[src/design/uart_pkg.sv]
package uart_pkg;

    // rate setup, shared by the tick generator, tx and rx
    localparam int CLKS_PER_TICK = 4;                   // system clocks per oversample tick
    localparam int TICKS_PER_BIT = 16;                  // oversample ticks per serial bit
    localparam int TICKS_TO_BIT  = TICKS_PER_BIT - 1;   // last tick index of a bit
    localparam int TICKS_TO_MID  = TICKS_TO_BIT / 2;    // mid-bit tick index
    localparam int DATA_BITS     = 8;                   // 8N1 only

    localparam int TICK_CNT_W = $clog2(TICKS_PER_BIT);
    localparam int CLK_DIV_W  = $clog2(CLKS_PER_TICK);

    typedef logic [DATA_BITS-1:0]  uart_byte_t;
    typedef logic [TICK_CNT_W-1:0] tick_cnt_t;   // counts 0..TICKS_TO_BIT
    typedef logic [3:0]            bit_cnt_t;    // bit 3 set once eight bits are in
    typedef logic [CLK_DIV_W-1:0]  clk_div_t;    // clock divider inside the tick generator

    // transmit request, valid is a single-cycle strobe
    typedef struct packed {
        logic       valid;
        uart_byte_t data;
    } tx_req_t;

    // receive result, valid is the one-cycle done strobe
    typedef struct packed {
        logic       valid;
        uart_byte_t data;
    } rx_result_t;

    typedef enum logic [4:0] {
        RX_IDLE  = 5'b00001,
        RX_START = 5'b00010,
        RX_DATA  = 5'b00100,
        RX_STOP  = 5'b01000,
        RX_DONE  = 5'b10000
    } rx_state_t;   // one-hot

    typedef enum logic [1:0] {
        TX_IDLE,
        TX_START,
        TX_DATA,
        TX_STOP
    } tx_state_t;

endpackage

[src/design/uart_tick_gen.sv]
`timescale 1ns/1ps

// oversampling enable for both directions
module uart_tick_gen
    import uart_pkg::*;
(
    input  logic i_clk,
    input  logic reset,
    output logic o_tick
);

    clk_div_t div_cnt;   // free-running clock divider
    logic     div_wrap;  // last clock of a tick period

    assign div_wrap = (div_cnt == clk_div_t'(CLKS_PER_TICK - 1));

    always_ff @(posedge i_clk or posedge reset) begin
        if (reset) begin
            div_cnt <= '0;
        end else if (div_wrap) begin
            div_cnt <= '0;               // wrap back to start
        end else begin
            div_cnt <= div_cnt + 1'b1;
        end
    end

    // one-cycle strobe on the wrap
    // first pulse lands on the CLKS_PER_TICK-th clock after reset release
    assign o_tick = div_wrap;

endmodule

[src/design/uart_tx.sv]
`timescale 1ns/1ps

// 8N1 transmitter paced by the shared oversample tick
module uart_tx
    import uart_pkg::*;
(
    input  logic    i_clk,
    input  logic    reset,
    input  logic    i_tick,
    input  tx_req_t i_tx,
    output logic    o_txd,
    output logic    o_tx_busy
);

    tx_state_t  state;
    tick_cnt_t  tick_cnt;   // ticks into the current bit
    bit_cnt_t   bit_cnt;    // data bits already sent
    uart_byte_t shift_q;    // outgoing byte, LSB on bit 0

    logic accept;           // request taken this cycle
    logic bit_end;          // last tick of the current bit
    logic last_data;        // eighth data bit on the line

    assign accept    = (state == TX_IDLE) && i_tx.valid;   // busy requests just drop
    assign bit_end   = i_tick && (tick_cnt == tick_cnt_t'(TICKS_TO_BIT));
    assign last_data = (bit_cnt == bit_cnt_t'(DATA_BITS - 1));

    // control state
    always_ff @(posedge i_clk or posedge reset) begin
        if (reset) begin
            state    <= TX_IDLE;
            tick_cnt <= '0;
            bit_cnt  <= '0;
        end else begin
            case (state)
                TX_IDLE: begin
                    tick_cnt <= '0;        // fresh bit timing per frame
                    bit_cnt  <= '0;
                    if (accept) begin
                        state <= TX_START;   // start bit goes out next cycle
                    end
                end
                TX_START: begin
                    if (bit_end) begin
                        state <= TX_DATA;
                    end
                end
                TX_DATA: begin
                    if (bit_end) begin
                        bit_cnt <= bit_cnt + 1'b1;
                        if (last_data) begin
                            state <= TX_STOP;
                        end
                    end
                end
                TX_STOP: begin
                    if (bit_end) begin
                        state <= TX_IDLE;    // busy drops after a full stop bit
                    end
                end
                default: begin
                    state <= TX_IDLE;
                end
            endcase

            // bit timer runs only on ticks while a frame is out
            if (state != TX_IDLE && i_tick) begin
                if (bit_end) begin
                    tick_cnt <= '0;
                end else begin
                    tick_cnt <= tick_cnt + 1'b1;
                end
            end
        end
    end

    // payload shifter
    always_ff @(posedge i_clk) begin
        if (accept) begin
            shift_q <= i_tx.data;                              // latch on accept
        end else if (state == TX_DATA && bit_end) begin
            shift_q <= {1'b0, shift_q[DATA_BITS-1:1]};          // next bit to bit 0
        end
    end

    // line level straight from the state
    always_comb begin
        case (state)
            TX_START: o_txd = 1'b0;          // start bit
            TX_DATA:  o_txd = shift_q[0];    // LSB first
            default:  o_txd = 1'b1;          // idle and stop are mark
        endcase
    end

    assign o_tx_busy = (state != TX_IDLE);

endmodule

[src/design/uart_rx.sv]
`timescale 1ns/1ps

// oversampling 8N1 receiver
module uart_rx
    import uart_pkg::*;
(
    input  logic       i_clk,
    input  logic       reset,
    input  logic       i_tick,
    input  logic       i_rxd,
    output rx_result_t o_rx,
    output logic       o_rx_busy
);

    rx_state_t  state;
    rx_state_t  next_state;

    logic       rxd_meta;    // first sync stage
    logic       rxd_sync;    // second sync stage
    logic       rxd_prev;    // line level at the previous tick

    tick_cnt_t  tick_cnt;    // ticks into the current bit
    tick_cnt_t  tick_cmp;    // target for tick_cnt, depends on state
    bit_cnt_t   bit_cnt;     // data bits taken so far
    uart_byte_t rx_data;     // shift register filled from the MSB end
    uart_byte_t rx_last;     // last complete byte shown on o_rx.data

    logic       falling;     // falling edge seen on a tick
    logic       tick_ovf;    // tick_cnt hit its target on a tick
    logic       bit_ovf;     // all eight bits taken

    // async serial in goes through two flops before use
    always_ff @(posedge i_clk or posedge reset) begin
        if (reset) begin
            rxd_meta <= 1'b1;
            rxd_sync <= 1'b1;
        end else begin
            {rxd_sync, rxd_meta} <= {rxd_meta, i_rxd};
        end
    end

    // edge register advances with the tick only
    always_ff @(posedge i_clk or posedge reset) begin
        if (reset) begin
            rxd_prev <= 1'b1;
        end else if (i_tick) begin
            rxd_prev <= rxd_sync;
        end
    end

    assign falling  = i_tick & ~rxd_sync & rxd_prev;   // first tick with the line low
    assign tick_ovf = i_tick & (tick_cnt == tick_cmp);
    assign bit_ovf  = bit_cnt[3];                      // count reached 8

    // next state and comparator select
    always_comb begin
        next_state = state;
        tick_cmp   = tick_cnt_t'(TICKS_TO_BIT);
        case (state)
            RX_IDLE: begin
                tick_cmp = tick_cnt_t'(TICKS_TO_MID);
                if (falling) begin
                    next_state = RX_START;
                end
            end
            RX_START: begin
                tick_cmp = tick_cnt_t'(TICKS_TO_MID);   // half a bit to mid-start
                if (tick_ovf) begin
                    // line back high at mid-start means a glitch
                    next_state = rxd_sync ? RX_IDLE : RX_DATA;
                end
            end
            RX_DATA: begin
                if (bit_ovf) begin
                    next_state = RX_STOP;
                end
            end
            RX_STOP: begin
                if (tick_ovf) begin
                    next_state = RX_DONE;   // mid stop bit with the level not checked
                end
            end
            RX_DONE: begin
                next_state = RX_IDLE;       // single done cycle
            end
            default: begin
                next_state = RX_IDLE;
            end
        endcase
    end

    always_ff @(posedge i_clk or posedge reset) begin
        if (reset) begin
            state    <= RX_IDLE;
            tick_cnt <= '0;
            bit_cnt  <= '0;
            rx_data  <= '0;
            rx_last  <= '0;
        end else begin
            state <= next_state;

            if (state == RX_IDLE) begin
                tick_cnt <= '0;
                bit_cnt  <= '0;
            end

            // bit timer runs on ticks while a frame is being taken
            if ((state == RX_START || state == RX_DATA || state == RX_STOP) && i_tick) begin
                if (tick_ovf) begin
                    tick_cnt <= '0;
                end else begin
                    tick_cnt <= tick_cnt + 1'b1;
                end
            end

            // sample at mid-bit
            if (state == RX_DATA && tick_ovf && !bit_ovf) begin
                bit_cnt <= bit_cnt + 1'b1;
                rx_data <= {rxd_sync, rx_data[DATA_BITS-1:1]};   // enters at MSB and ends LSB first
            end

            // byte goes out as the done cycle starts
            if (state == RX_STOP && tick_ovf) begin
                rx_last <= rx_data;
            end
        end
    end

    assign o_rx.valid = (state == RX_DONE);
    assign o_rx.data  = rx_last;
    assign o_rx_busy  = (state != RX_IDLE);

endmodule

[src/design/uart_core.sv]
`timescale 1ns/1ps

// one tick source feeds both directions, so tx and rx rates match
module uart_core
    import uart_pkg::*;
(
    input  logic       i_clk,
    input  logic       reset,
    input  tx_req_t    i_tx,
    output logic       o_txd,
    output logic       o_tx_busy,
    input  logic       i_rxd,
    output rx_result_t o_rx,
    output logic       o_rx_busy
);

    logic tick;   // oversample enable

    uart_tick_gen u_tick_gen (
        .i_clk  (i_clk),
        .reset  (reset),
        .o_tick (tick)
    );

    // transmit side
    uart_tx u_tx (
        .i_clk     (i_clk),
        .reset     (reset),
        .i_tick    (tick),
        .i_tx      (i_tx),
        .o_txd     (o_txd),
        .o_tx_busy (o_tx_busy)
    );

    // receive side
    uart_rx u_rx (
        .i_clk     (i_clk),
        .reset     (reset),
        .i_tick    (tick),
        .i_rxd     (i_rxd),
        .o_rx      (o_rx),
        .o_rx_busy (o_rx_busy)
    );

endmodule

[config.mk]
export PLATFORM = sky130hd
export DESIGN_NAME = uart_core
export DESIGN_NICKNAME = d
export VERILOG_FILES = /design/src/design/uart_pkg.sv /design/src/design/uart_tick_gen.sv /design/src/design/uart_tx.sv /design/src/design/uart_rx.sv /design/src/design/uart_core.sv
export SDC_FILE = /design/constraint.sdc
export NUM_CORES = 1
export LEC_CHECK = 0
export BUFFER_PORTS_ARGS = -buffer_cell sky130_fd_sc_hd__buf_4
export CAP_MARGIN = 20
export CORE_MARGIN = 10
export CORE_UTILIZATION = 55
export DETAILED_ROUTE_END_ITERATION = 8
export PLACE_DENSITY = 0.75
export SLEW_MARGIN = 20
export SYNTH_ARGS = -nofsm -noshare
export SYNTH_HDL_FRONTEND = slang
export SYNTH_SLANG_ARGS = --single-unit
[constraint.sdc]
create_clock -name i_clk -period 2.7 [get_ports i_clk]
set_input_delay 0.405 -clock i_clk [delete_from_list [all_inputs] [get_ports i_clk]]
set_output_delay 0.405 -clock i_clk [all_outputs]
set_load 0.05 [all_outputs]
==> results of run 1 <==
power by group:
part	total [mW]	leakage [nW]	switching [mW]	internal, mW
Clock	0.515	0.0596	0.249	0.266
Combinational	0.438	0.582	0.261	0.177
Sequential	0.917	0.664	0.0435	0.874
layer usage:
layer | share of wire [%] | track usage (%)
met1 | 47 | 16.2
met2 | 47 | 19.3
met3 | 4.1 | 3.44
met4 | 1.4 | 4.78
met5 | 0 | 0
flip-flops by register name, indices dropped and copies added (netlist names):
name	cells
u_rx.state	5
u_tx.state	2
u_tx.tick_cnt	4
u_tx.bit_cnt	4
u_tx.shift_q	8
u_rx.bit_cnt	4
u_rx.rxd_meta	1
u_tick_gen.div_cnt	2
u_rx.rxd_prev	1
u_rx.rxd_sync	1
u_rx.rx_data	8
u_rx.rx_last	8
u_rx.tick_cnt	4
layout make-up:
| cell class | count | area, µm² | area share (%) |
|---|---|---|---|
| flip-flops and latches | 52 | 1350 | 47.5 |
| well taps | 52 | 65.1 | 2.29 |
| multi-input cells | 140 | 1090 | 38.5 |
| repair buffers | 24 | 180 | 6.35 |
| clock buffers | 7 | 108 | 3.79 |
| clock inverters | 1 | 8.76 | 0.309 |
| inverters | 10 | 37.5 | 1.32 |
layout by cell type (no fill, tap or decap), types with 2 or more instances in the layout:
master	n
mux2_2	18
buf_4	24
ha_1	9
nand4_1	4
o21ai_0	8
o21ai_2	2
nand2_1	19
o22ai_1	2
a211oi_1	2
nor2b_1	3
nor3_1	6
nand3_1	6
nor2_1	11
a21o_1	2
xor2_1	2
nor4_4	2
edfxtp_1	8
mux2i_1	6
mux2_4	7
dfrtp_1	40
dfstp_2	4
and4_1	2
inv_1	10
clkbuf_8	6
a21oi_1	6
xnor2_1	2
nand2b_1	3
synthesized netlist by cell type, types with 2 or more instances:
library cell,n,area [µm²]
xor2_1,2,17.5
inv_1,10,37.5
nor2_1,11,41.3
nor2b_1,3,18.8
mux2i_1,6,60.1
a21o_1,2,15.0
dfstp_2,4,105
nand2b_1,3,18.8
a21oi_1,6,30.0
nor3_1,6,30.0
o22ai_1,2,12.5
o21ai_0,8,40.0
nand2_1,19,71.3
edfxtp_1,8,240
buf_6,2,22.5
xnor2_1,2,17.5
clkbuf_1,4,15.0
dfrtp_1,40,1000
nand4_1,4,25.0
buf_2,2,10.0
o21ai_2,2,17.5
mux2_2,18,203
mux2_4,7,105
nor4_4,2,42.5
a211oi_1,2,15.0
and4_1,2,17.5
ha_1,9,113
nand3_1,6,30.0
per-stage QoR:
stage	area, µm²	power, mW	worst slack, ns	utilization [%]
after floorplan	2520	1.26	0.377	-
after global placement	2720	1.37	0.448	62.0
after detailed placement	2720	1.38	0.387	62.0
after CTS	2840	1.90	0.374	64.7
after global routing	2840	1.98	0.237	64.7
final	2840	1.87	0.392	64.7
logic make-up after synthesis:
logic type	Yosys count	share of synthesized area, %
simple gates	61	13.2
flops	52	53.4
compound gates	35	9.62
mux	31	14.6
buf+inv	18	3.37
fa+ha+maj	9	4.46
xor+xnor	4	1.39
worst min-delay path by stage:
| stage | start | to | slack (ns) |
|---|---|---|---|
| detailed placement | u_rx.rxd_meta | u_rx.rxd_sync | 0.35 |
| finish | i_rxd | u_rx.rxd_meta | 0.20 |
| floorplan | u_rx.rxd_meta | u_rx.rxd_sync | 0.35 |
| CTS | i_rxd | u_rx.rxd_meta | 0.19 |
| global placement | u_rx.rxd_meta | u_rx.rxd_sync | 0.35 |
| global route | i_rxd | u_rx.rxd_meta | 0.18 |
==> results.ini, run 1 <==
[clocking]
post-cts-setup-buffers=0
ctsLongestPathBuffers=2
ctsHoldBuffers=0
cts_made_buffers=5
cts_root_buf=clkbuf_8
path_clk_slew_ns=0.09
cts_tree=done
cts_resized=0
clock_sinks=52
htree_levels=2
clkLatencyLatePin_ns=0.30

[grt]
grt_max_degree=45
overflow=0
track_usage_pct=12.5
antenna_found_initial=0
grt_pass1_wl_mm=7.71
grt_pass1_vias=1645

[timing]
tightest_slew_ns=0.706
skew_ns=0.00592
max_slew_margin_pct=52.9
fin_tns_setup_ns=0
timing.final.crit_share_pct=85.5
maxSlewViolCount=0
holdWs_ns=0.203
hold_violations=0
rsz0062_at_grt=false
timing.fmax_mhz=433
post-route-min-period_ns=2.31
finalSetupViolations=0

[critical_path]
critPathMaxFanout=11
r2r_slack_ns=0.39
crit_end=u_rx.rx_data[6]
cp.arrival_ns=2.50
slowest_delay_ns=0.61
cp_cell_sequence=or3_4 -> o21a_1 -> o21ai_2 -> mux2_2
endpoint_kind=flop
reg2regPathDepth=4
cp_data_required_time_ns=2.89
r2r-end=u_rx.rx_data[6]
cp_num_buf_inv=0
rr_startpoint=u_rx.state[3]
startpoint=u_rx.state[3]
crit_family=compound AO/OA/AOI/OAI gates
startpoint_type=flop
cp_num_cells=4
critical_path_class=reg -> reg
slowest_stage=o21ai_2

[floorplanning]
initial_utilization_pct=57.5
core_area_um2=4380
io_pins=24
rows=24
chipWidth_um=87.7
fp.dieH_um=87.7
dieArea_um2=7690

[layout]
final_nets=254
drive_gt1_share_pct=29.5
areaGrowthSynthToFinish_pct=12.5
antenna_cells=0
layoutNonFillerInstCount=286
fillCellCount=359

[job]
drv_cap=0

[route]
postRouteAntennaNets=0
first_pass_iters=4
wl_mm=4.32
wl_per_cell_um=15.1
drcViolationCount=0
vias=1611
drt-initial-drc-count=85
avgViaCountPerCell=5.63

[yosys]
syn_nets=231
netlist_instances=210
synth-seq-area-share_pct=53.4
yosys_most_used_dff=dfrtp_1
synth_edf_count=8
synthArstFlopShare_pct=84.6
synth_cell_types=46
ys_ff_latch=52
avgSynthCellArea_um2=12.0
syn_area_um2=2520
ys_warn_count=0

[power]
ir_drop_uv=571
powerDensity_nw_per_um2=660
p_leak_nw=1.31

[min_path]
holdPathStages=1
min_path_type=in -> reg

[placed_design]
io_buffers=23
gp_congestion=0.799
hpwl_mm=3.12
place_inst=278

[outcome]
status=finished, final reports clean

No activity file was read; power rests on OpenSTA's default activity.
==> inputs of run 2 (changes only) <==
PLACE_DENSITY = default   (was 0.75)
PLACE_DENSITY_LB_ADDON = 0.12   (was default)
==> run 2 against run 1 <==
Effect of this change:
- sequential power barely moved
- register-to-register slack about the same
- sequential cell count stayed put
- combinational power rose by 2%
- highest routed layer unchanged
- die area unchanged
- clock-buffer cell count shrank 1
- sequential share of layout area shrank 0.21 points
- clock power up 8.9%
- global-route usage grew 0.77 points
==> results.ini, run 2 (synthesis gave the netlist of run 1 again) <==
[outcome]
status=finished, final reports clean

[floorplanning]
dieArea_um2=7690
chipWidth_um=87.7
io_pins=24
core_area_um2=4380
initial_utilization_pct=57.5
rows=24
fp.dieH_um=87.7

[power]
p_int_mw=1.36
p_leak_nw=1.31
power.switching_uw=572
sw_frac_of_total_pct=29.7
sequentialPowerShare_pct=47.7
clockPowerShare_pct=29.1
powerDensity_nw_per_um2=676
ir_drop_uv=557
combPwrFrac_pct=23.2

[timing]
fin_tns_setup_ns=0
hold_violations=0
rsz0062_at_grt=false
finalSetupViolations=0
max_slew_margin_pct=53.4
skew_ns=0.00918
setup_slack_ns=0.393
timing.final.crit_share_pct=85.4
tightest_slew_ns=0.698
maxSlewViolCount=0
post-route-min-period_ns=2.31
timing.fmax_mhz=433

[route]
wl_per_cell_um=16.3
drt-initial-drc-count=92
postRouteAntennaNets=0
wl_mm=4.69
first_pass_iters=4
drcViolationCount=0
avgViaCountPerCell=5.77
vias=1655

[critical_path]
crit_family=compound AO/OA/AOI/OAI gates
startpoint_type=flop
critical_path_class=reg -> reg
critPathMaxFanout=11
endpoint_kind=flop
cp_data_required_time_ns=2.89
reg2regPathDepth=4
cp_num_buf_inv=0
cp_cell_sequence=or3_4 -> o21a_1 -> o21ai_2 -> mux2_2
cp.arrival_ns=2.50
r2r_slack_ns=0.39
rr_startpoint=u_rx.state[3]
slowest_delay_ns=0.60
slowest_stage=o21ai_2
r2r-end=u_rx.rx_data[6]

[placed_design]
io_buffers=23
gp_congestion=0.809
hpwl_mm=3.40
place_ws_ns=0.396
place_inst=279

[layout]
reg_top3=u_rx.rx_data: 8 flops, u_rx.rx_last: 8 flops, u_tx.shift_q: 8 flops
antenna_cells=0
final_common_cell=dfrtp_1
final_cell_mix=40 x dfrtp_1, 25 x buf_4, 19 x nand2_1
areaGrowthSynthToFinish_pct=12.9
fillCellCount=338
drive_gt1_share_pct=29.8
final_nets=255
layoutNonFillerInstCount=287

[grt]
grt_max_degree=45
overflow=0
antenna_found_initial=0
track_usage_pct=13.2
grt_pass1_wl_mm=8.16
grt_pass1_vias=1783

[clocking]
path_clk_slew_ns=0.10
ctsLongestPathBuffers=2
cts_tree=done
post-cts-setup-buffers=0
ctsHoldBuffers=0
cts_resized=0
clock_sinks=52
cts_made_buffers=5
cts_root_buf=clkbuf_8
clkLatencyLatePin_ns=0.30
htree_levels=2

[job]
drv_cap=0

[min_path]
worstHoldEndpoint=u_rx.rxd_meta
holdPathStages=1
min_from=i_rxd
min_path_type=in -> reg

==> run 2: worst max path at each step <==
stage                        startpoint              end  slack, ns  cells after the start
after global placement    u_rx.state[3]  u_rx.rx_data[6]       0.44                      4
final                     u_rx.state[3]  u_rx.rx_data[6]       0.39                      4
after global routing      u_rx.state[2]  u_rx.rx_data[6]       0.27                      4
after floorplan           u_tx.state[0]            o_txd       0.38                      4
after detailed placement  u_rx.state[3]  u_rx.rx_data[6]       0.40                      4
after CTS                 u_rx.state[3]  u_rx.rx_data[6]       0.38                      4
==> run 2: metal layers <==
metal / GRT usage (%) / vias up / routed length (µm) / part of all wire [%]
li1: - / 795 / - / -
met2: 22.0 / 34 / 2290 / 49
met4: 4.06 / 0 / 22 / 0.47
met5: 0 / - / 0 / 0
met3: 4.36 / 4 / 231 / 4.9
met1: 15.9 / 822 / 2150 / 46
==> run 2: power groups by stage <==
stage	Clock (mW)	Sequential [mW]	Combinational [mW]
floorplan	0	0.918	0.345
global placement	0	0.927	0.423
detailed placement	0	0.933	0.453
CTS	0.574	0.918	0.454
global route	0.612	0.927	0.509
finish	0.561	0.919	0.447
==> run 2: final cells by class <==
| type | count | area, µm² | share of cell area (%) |
|---|---|---|---|
| Clock buffer | 6 | 82.6 | 2.90 |
| Multi-Input combinational cell | 140 | 1090 | 38.3 |
| Timing Repair Buffer | 25 | 188 | 6.59 |
| Tap cell | 52 | 65.1 | 2.28 |
| Sequential cell | 52 | 1350 | 47.3 |
| Clock inverter | 2 | 38.8 | 1.36 |
| Inverter | 10 | 37.5 | 1.32 |
==> run 2: stage by stage <==
step           power, mW  hold slack (ns)  utilization, %  instance area, µm²
4_1_cts             1.95            0.198            65.0                2850
5_1_grt             2.05            0.180            65.0                2850
6_report            1.93            0.208            65.0                2850
3_3_place_gp        1.35            0.349            62.2                2730
2_1_floorplan       1.26            0.345               -                2520
3_5_place_dp        1.39            0.348            62.2                2730
